## config.mk

```make
export PLATFORM = sky130hd
export DESIGN_NAME = accel_top
export DESIGN_NICKNAME = d
export VERILOG_FILES = /design/src/hdl/accel_pkg.sv /design/src/hdl/accel_ctrl.sv /design/src/hdl/conv_mac.sv /design/src/hdl/lrelu_unit.sv /design/src/hdl/maxpool_unit.sv /design/src/hdl/accel_top.sv
export SDC_FILE = /design/constraint.sdc
export NUM_CORES = 2
export LEC_CHECK = 0
export ABC_AREA = 1
export BUFFER_PORTS_ARGS = -buffer_cell sky130_fd_sc_hd__buf_2
export CAP_MARGIN = 20
export CORE_MARGIN = 5
export CORE_UTILIZATION = 30
export DETAILED_ROUTE_END_ITERATION = 8
export GPL_TIMING_DRIVEN = 0
export SYNTH_ARGS = -nofsm -noshare
export SYNTH_HDL_FRONTEND = slang
export SYNTH_SLANG_ARGS = --single-unit
export TNS_END_PERCENT = 10
```

## constraint.sdc

```tcl
create_clock -name aclk -period 25.6 [get_ports aclk]
set_input_delay 5.12 -clock aclk [delete_from_list [all_inputs] [get_ports aclk]]
set_output_delay 5.12 -clock aclk [all_outputs]
set_load 0.03 [all_outputs]
```

## src/hdl/accel_pkg.sv

```systemverilog
package accel_pkg;

  // one pixel or one weight
  localparam int word_width = 8;

  // 3x3 kernel, flattened
  localparam int taps = 9;

  // full product of two signed words
  localparam int prod_width = 2 * word_width;

  // nine 16-bit products summed, 4 extra bits of growth
  localparam int acc_width = 20;

  // leaky relu negative slope, 1/8
  localparam int lrelu_shift = 3;

  typedef logic signed [word_width-1:0] word_t;

  typedef logic signed [prod_width-1:0] prod_t;

  // tap 0 sits in the low byte
  typedef logic [taps*word_width-1:0] kernel_t;

  // same layout as the kernel, pixels instead of weights
  typedef logic [taps*word_width-1:0] window_t;

  // conv sum or activation
  typedef logic signed [acc_width-1:0] acc_t;

  // pixel beat, last marks the end of a row
  typedef struct packed {
    window_t window;
    logic    last;
  } pix_beat_t;

  // activation beat between the datapath stages
  typedef struct packed {
    acc_t data;
    logic last;
  } act_beat_t;

  // controller states
  typedef enum logic {
    load_kernel,
    run_row
  } ctrl_state_t;

endpackage

```

## src/hdl/accel_ctrl.sv

```systemverilog
`timescale 1ns/1ps

module accel_ctrl (
  input  logic                  aclk,
  input  logic                  rst_n,
  // weight stream, one beat is a whole kernel
  input  logic                  w_valid,
  output logic                  w_ready,
  input  accel_pkg::kernel_t    w_kernel,
  // pixel stream from outside
  input  logic                  pix_valid,
  output logic                  pix_ready,
  input  accel_pkg::pix_beat_t  pix_beat,
  // windows towards the conv engine
  output logic                  conv_valid,
  input  logic                  conv_ready,
  output accel_pkg::pix_beat_t  conv_beat,
  output accel_pkg::kernel_t    kernel
);

  accel_pkg::ctrl_state_t state;
  logic                   w_fire;
  logic                   pix_fire;
  logic                   running;

  assign running = (state == accel_pkg::run_row);

  // weights only taken while waiting for a kernel
  assign w_ready = !running;
  assign w_fire  = w_valid && w_ready;

  // pixel path is combinational, gated by the state
  assign pix_ready  = running && conv_ready;
  assign conv_valid = running && pix_valid;
  assign conv_beat  = pix_beat;
  assign pix_fire   = pix_valid && pix_ready;

  // load/run sequencing
  always_ff @(posedge aclk or negedge rst_n) begin
    if (!rst_n) begin
      state <= accel_pkg::load_kernel;
    end else begin
      case (state)
        accel_pkg::load_kernel: begin
          if (w_fire) begin
            state <= accel_pkg::run_row;
          end
        end
        accel_pkg::run_row: begin
          // end of row, next row needs a fresh kernel
          if (pix_fire && pix_beat.last) begin
            state <= accel_pkg::load_kernel;
          end
        end
        default: begin
          state <= accel_pkg::load_kernel;
        end
      endcase
    end
  end

  // kernel register, held for the whole row
  always_ff @(posedge aclk) begin
    if (w_fire) begin
      kernel <= w_kernel;
    end
  end

  // no pixels slip through while a kernel is pending
  a_no_pix_in_load: assert property (@(posedge aclk) disable iff (!rst_n)
    state == accel_pkg::load_kernel |-> !pix_ready);

endmodule

```

## src/hdl/conv_mac.sv

```systemverilog
`timescale 1ns/1ps

module conv_mac (
  input  logic                  aclk,
  input  logic                  rst_n,
  // windows in
  input  logic                  s_valid,
  output logic                  s_ready,
  input  accel_pkg::pix_beat_t  s_beat,
  input  accel_pkg::kernel_t    kernel,
  // sums out
  output logic                  m_valid,
  input  logic                  m_ready,
  output accel_pkg::act_beat_t  m_beat
);

  // products of the incoming window, combinational
  accel_pkg::prod_t prod [accel_pkg::taps];

  // stage one, registered products
  accel_pkg::prod_t s1_prod [accel_pkg::taps];
  logic             s1_valid;
  logic             s1_last;
  logic             s1_ready;

  // stage two ready rule
  logic             s2_ready;

  accel_pkg::acc_t  sum;

  // one signed multiply per tap
  for (genvar i = 0; i < accel_pkg::taps; i++) begin : g_mul
    assign prod[i] =
      accel_pkg::word_t'(s_beat.window[i*accel_pkg::word_width +: accel_pkg::word_width]) *
      accel_pkg::word_t'(kernel[i*accel_pkg::word_width +: accel_pkg::word_width]);
  end

  // ready when empty or when the next stage drains us
  assign s2_ready = !m_valid || m_ready;
  assign s1_ready = !s1_valid || s2_ready;
  assign s_ready  = s1_ready;

  // sum of the nine registered products
  always_comb begin
    sum = '0;
    for (int i = 0; i < accel_pkg::taps; i++) begin
      // sign extend each product to the accumulator width
      sum = sum + accel_pkg::acc_t'(s1_prod[i]);
    end
  end

  // valid bits
  always_ff @(posedge aclk or negedge rst_n) begin
    if (!rst_n) begin
      s1_valid <= 1'b0;
      m_valid  <= 1'b0;
    end else begin
      if (s1_ready) begin
        s1_valid <= s_valid;
      end
      if (s2_ready) begin
        m_valid <= s1_valid;
      end
    end
  end

  // stage one payload
  // products latched at accept time, so a kernel reload
  // cannot touch beats already in flight
  always_ff @(posedge aclk) begin
    if (s_valid && s1_ready) begin
      for (int i = 0; i < accel_pkg::taps; i++) begin
        s1_prod[i] <= prod[i];
      end
      s1_last <= s_beat.last;
    end
  end

  // stage two payload
  always_ff @(posedge aclk) begin
    if (s1_valid && s2_ready) begin
      m_beat.data <= sum;
      m_beat.last <= s1_last;
    end
  end

  // held beat must not change under back-pressure
  a_m_stable: assert property (@(posedge aclk) disable iff (!rst_n)
    m_valid && !m_ready |=> m_valid && $stable(m_beat));

endmodule

```

## src/hdl/lrelu_unit.sv

```systemverilog
`timescale 1ns/1ps

module lrelu_unit (
  input  logic                  aclk,
  input  logic                  rst_n,
  // raw sums in
  input  logic                  s_valid,
  output logic                  s_ready,
  input  accel_pkg::act_beat_t  s_beat,
  // activations out
  output logic                  m_valid,
  input  logic                  m_ready,
  output accel_pkg::act_beat_t  m_beat
);

  accel_pkg::acc_t act;
  logic            s_fire;

  // negative side scaled by 1/8, rounds toward minus infinity
  assign act = s_beat.data[accel_pkg::acc_width-1] ?
               (s_beat.data >>> accel_pkg::lrelu_shift) : s_beat.data;

  // single register slot
  assign s_ready = !m_valid || m_ready;
  assign s_fire  = s_valid && s_ready;

  always_ff @(posedge aclk or negedge rst_n) begin
    if (!rst_n) begin
      m_valid <= 1'b0;
    end else if (s_ready) begin
      m_valid <= s_valid;
    end
  end

  // last travels with its data
  always_ff @(posedge aclk) begin
    if (s_fire) begin
      m_beat.data <= act;
      m_beat.last <= s_beat.last;
    end
  end

endmodule

```

## src/hdl/maxpool_unit.sv

```systemverilog
`timescale 1ns/1ps

module maxpool_unit (
  input  logic                  aclk,
  input  logic                  rst_n,
  // activations in
  input  logic                  s_valid,
  output logic                  s_ready,
  input  accel_pkg::act_beat_t  s_beat,
  // pooled values out
  output logic                  m_valid,
  input  logic                  m_ready,
  output accel_pkg::act_beat_t  m_beat
);

  // first element of the open pair
  accel_pkg::acc_t first_data;
  logic            have_first;

  logic            s_fire;
  logic            pair_done;
  accel_pkg::acc_t pool_max;

  assign s_ready = !m_valid || m_ready;
  assign s_fire  = s_valid && s_ready;

  // second of a pair, or a lone first that ends the row
  assign pair_done = have_first || s_beat.last;

  // signed max, a lone element passes as is
  assign pool_max = (have_first && (first_data > s_beat.data)) ? first_data : s_beat.data;

  always_ff @(posedge aclk or negedge rst_n) begin
    if (!rst_n) begin
      m_valid    <= 1'b0;
      have_first <= 1'b0;
    end else begin
      if (s_ready) begin
        m_valid <= s_fire && pair_done;
      end
      if (s_fire) begin
        have_first <= !pair_done;
      end
    end
  end

  // pair storage and output register
  always_ff @(posedge aclk) begin
    if (s_fire && !pair_done) begin
      first_data <= s_beat.data;
    end
    if (s_fire && pair_done) begin
      m_beat.data <= pool_max;
      // last always comes from the closing element
      m_beat.last <= s_beat.last;
    end
  end

  a_out_stable: assert property (@(posedge aclk) disable iff (!rst_n)
    m_valid && !m_ready |=> m_valid && $stable(m_beat));

  // pairs never straddle two rows
  a_pair_closed: assert property (@(posedge aclk) disable iff (!rst_n)
    s_fire && s_beat.last |=> !have_first);

endmodule

```

## src/hdl/accel_top.sv

```systemverilog
`timescale 1ns/1ps

module accel_top (
  input  logic                  aclk,
  input  logic                  rst_n,
  // kernel in
  input  logic                  w_valid,
  output logic                  w_ready,
  input  accel_pkg::kernel_t    w_kernel,
  // windows in
  input  logic                  pix_valid,
  output logic                  pix_ready,
  input  accel_pkg::pix_beat_t  pix_beat,
  // pooled activations out
  output logic                  out_valid,
  input  logic                  out_ready,
  output accel_pkg::act_beat_t  out_beat
);

  // controller to conv engine
  logic                 conv_valid;
  logic                 conv_ready;
  accel_pkg::pix_beat_t conv_beat;
  accel_pkg::kernel_t   kernel;

  // conv engine to leaky relu
  logic                 mac_valid;
  logic                 mac_ready;
  accel_pkg::act_beat_t mac_beat;

  // leaky relu to max-pool
  logic                 act_valid;
  logic                 act_ready;
  accel_pkg::act_beat_t act_beat;

  accel_ctrl ctrl (
    .aclk       (aclk),
    .rst_n      (rst_n),
    .w_valid    (w_valid),
    .w_ready    (w_ready),
    .w_kernel   (w_kernel),
    .pix_valid  (pix_valid),
    .pix_ready  (pix_ready),
    .pix_beat   (pix_beat),
    .conv_valid (conv_valid),
    .conv_ready (conv_ready),
    .conv_beat  (conv_beat),
    .kernel     (kernel)
  );

  // window x kernel, two stages
  conv_mac mac (
    .aclk    (aclk),
    .rst_n   (rst_n),
    .s_valid (conv_valid),
    .s_ready (conv_ready),
    .s_beat  (conv_beat),
    .kernel  (kernel),
    .m_valid (mac_valid),
    .m_ready (mac_ready),
    .m_beat  (mac_beat)
  );

  lrelu_unit lrelu (
    .aclk    (aclk),
    .rst_n   (rst_n),
    .s_valid (mac_valid),
    .s_ready (mac_ready),
    .s_beat  (mac_beat),
    .m_valid (act_valid),
    .m_ready (act_ready),
    .m_beat  (act_beat)
  );

  // 1x2 pooling drives the top output
  maxpool_unit pool (
    .aclk    (aclk),
    .rst_n   (rst_n),
    .s_valid (act_valid),
    .s_ready (act_ready),
    .s_beat  (act_beat),
    .m_valid (out_valid),
    .m_ready (out_ready),
    .m_beat  (out_beat)
  );

endmodule

```

==> impl_metrics.env <==
export IMPL_run_status="complete, no violations"
export IMPL_crit_path_start_kind="input pin"
export IMPL_post_cts_resize_count=0
export IMPL_fin_tns_setup_ps=0
export IMPL_total_drc_errors_in_the_routed_layout=0
export IMPL_die_area_sq_mm=0.133
export IMPL_critPathMaxFanout=4
export IMPL_highest_clock_frequency_the_design_can_meet_ghz=0.0898
export IMPL_most_common_cell_after_layout_fill_and_taps_aside="sky130_fd_sc_hd__inv_1"
export IMPL_grt_overflow_total=0
export IMPL_rsz0062_at_grt="no"
export IMPL_global_route_usage_total_pct=13.3
export IMPL_cts_post_setup_buffers_inserted=0
export IMPL_post_route_minimum_period_ps=11130
export IMPL_timing_critical_path_required_ps=20480
export IMPL_hold_path_startpoint="mac.s1_last"
export IMPL_synth_edf_count=300
export IMPL_postSynthRegisterBits=306
export IMPL_timing_critical_path_to_type="output port"
export IMPL_syn_inst=4177
export IMPL_cts_tree="yes"
export IMPL_max_cap_viol_count=0
export IMPL_layout_area_overhead_vs_synth_pct=11.6
export IMPL_synthesis_nets=5240
export IMPL_synth_top_cell_area_share_pct=31.6
export IMPL_initial_utilization_pct=30.1
export IMPL_final_core_util_pct=33.6
export IMPL_synth_top_cell_by_area="sky130_fd_sc_hd__fa_1"
export IMPL_cts_root_buffer="sky130_fd_sc_hd__clkbuf_16"
export IMPL_die_width_um=365
export IMPL_crit_type="input pin to output port"
export IMPL_synthesized_area_sq_mm=0.0377
export IMPL_finalInstanceArea_sq_mm=0.0421
export IMPL_multi_input_area_sq_mm=0.0233
export IMPL_worstPathArrival_ps=6010
export IMPL_htreeDepth=2
export IMPL_finalWeightedCongestion=0.893
export IMPL_boundaryPins=174
export IMPL_post_cts_hold_buffer_count=0
export IMPL_yosys_warning_count=0
export IMPL_num_nets_final=5408
export IMPL_detailed_place_area_sq_mm=0.0405
export IMPL_layout_cells_most_common_list="1262 x sky130_fd_sc_hd__inv_1, 886 x sky130_fd_sc_hd__nand2_1, 595 x sky130_fd_sc_hd__fa_1"
export IMPL_num_rows=130
export IMPL_register_area_sq_mm=0.00916
export IMPL_proportion_of_synthesized_chip_area_in_sequential_cells_pct=24.3
export IMPL_slew_headroom_pct=43.9
export IMPL_clock_sinks=306
export IMPL_min_path_type="register to register"
export IMPL_core_region_area_sq_mm=0.125
export IMPL_clk_pin_slew_worst_paths_ps=50
export IMPL_timing_max_transition_violations_final=0
export IMPL_first_iter_violations=1367
export IMPL_asyncSetResetFlopFracSynth_pct=1.96
export IMPL_drt_pass1_iter_count=7
export IMPL_critical_path_reg2reg_startpoint="mac.s1_prod[0][1]"
export IMPL_buffer_ports_inserted=101
export IMPL_routed_wl_mm=84.6
export IMPL_worst_setup_path_startpoint="out_ready"
export IMPL_finalCritPeriodShare_pct=43.5
export IMPL_average_routed_wire_per_standard_cell_um=14.0
export IMPL_synthesis_area_per_instance_sq_um=9.03
export IMPL_cts_made_buffers=46
export IMPL_cts_root_to_sink_buffers=3
export IMPL_die_height_um=365
export IMPL_nFillCells=13000
export IMPL_synth_cell_type_count=36
export IMPL_grt_first_pass_wirelength_mm=140
export IMPL_largest_net_degree_at_the_start_of_global_routing=24
export IMPL_first_global_vias=27000
export IMPL_synth_top_cells_by_area="sky130_fd_sc_hd__fa_1 32%, sky130_fd_sc_hd__edfxtp_1 24%, sky130_fd_sc_hd__inv_1 13%"
export IMPL_finalHoldWorstSlack_ps=417
export IMPL_synthFlopType="sky130_fd_sc_hd__edfxtp_1"
export IMPL_worstSkewPairLatency_ps=630
export IMPL_postRouteAntennaNets=0
export IMPL_route_detailed_vias_per_inst=4.27
export IMPL_hpwlAfterDp_mm=71.7
export IMPL_post_route_cells_drive_above_1_share_pct=5.82
export IMPL_worstMarginPinSlew_ps=836
export IMPL_report_final_setup_viol=0
export IMPL_grt_antenna_before_repair=12
export IMPL_skew_ps=13.5
export IMPL_timing_final_hold_violations=0
export IMPL_via_count=25700
logic make-up after synthesis:
family / after synthesis / share of synthesized area, %
compound gates: 202 / 2.94
xor+xnor: 163 / 3.79
fa+ha+maj: 913 / 42.1
buf+inv: 1406 / 14.1
flops: 306 / 24.3
simple gates: 1187 / 12.7
final cells by class:
cell class / instances / area share, %
clock inverter: 35 / 0.836
inverter: 1262 / 11.3
antenna: 3 / 0.0178
timing repair buffer: 120 / 1.79
buffer: 144 / 1.37
tap: 1650 / 4.91
multi-input combinational: 2465 / 55.3
clock buffer: 49 / 2.76
sequential: 306 / 21.8
registers in the layout, indices dropped and copies added, names as in the netlist:
name             cells
pool.m_valid         1
mac.m_beat          21
mac.m_valid          1
lrelu.m_beat        21
mac.s1_last          1
pool.m_beat         21
pool.first_data     20
ctrl.kernel         72
lrelu.m_valid        1
mac.s1_prod        144
ctrl.running         1
pool.have_first      1
mac.s1_valid         1
critical path, cell delays in order:
cell and delay, ps:
sky130_fd_sc_hd__buf_2 100, sky130_fd_sc_hd__inv_1 40, sky130_fd_sc_hd__nand2_1 70, sky130_fd_sc_hd__nor2_1 130, sky130_fd_sc_hd__nand2_1 130, sky130_fd_sc_hd__nor2_1 190, sky130_fd_sc_hd__nor2_1 60, sky130_fd_sc_hd__buf_2 180
metrics by stage:
stage / cells / setup slack, ps
3_3_place_gp: 5928 / 4180
5_1_grt: 6031 / 14300
6_report: 6034 / 14470
2_1_floorplan: 4177 / 9530
4_1_cts: 6031 / 14450
3_5_place_dp: 5947 / 14450
path summary, 6_finish.rpt:
check / to / slack (ps) / cells past startpoint
min reg2reg: mac.m_beat[0] / 420 / 0
max in group asynchronous: mac.m_valid / 21140 / 1
max: pix_ready / 14470 / 8
min in group asynchronous: pool.have_first / 4310 / 1
max reg2reg: mac.m_beat[17] / 20880 / 23
min: mac.m_beat[0] / 420 / 0
routing by layer:
layer  vias to the layer above  GRT usage [%]  routed length, um
li1                      12600              -                  -
met1                     12600           16.7              35900
met2                       469           23.7              42500
met3                       101           2.07               3990
met4                         4           3.56               2180
met5                         -              0                 23
synth_stat cells (46+ instances only):
cell type	instances
sky130_fd_sc_hd__inv_1	1262
sky130_fd_sc_hd__nand2_1	886
sky130_fd_sc_hd__fa_1	595
sky130_fd_sc_hd__ha_1	318
sky130_fd_sc_hd__edfxtp_1	300
sky130_fd_sc_hd__clkbuf_1	138
sky130_fd_sc_hd__nand3_1	116
sky130_fd_sc_hd__nor2_1	102
sky130_fd_sc_hd__a21oi_1	98
sky130_fd_sc_hd__xnor2_1	83
sky130_fd_sc_hd__xor2_1	80
sky130_fd_sc_hd__or2_2	46
Power is not shown: default switching activity piles up to over one toggle a cycle in this logic, so the estimate is an artifact.
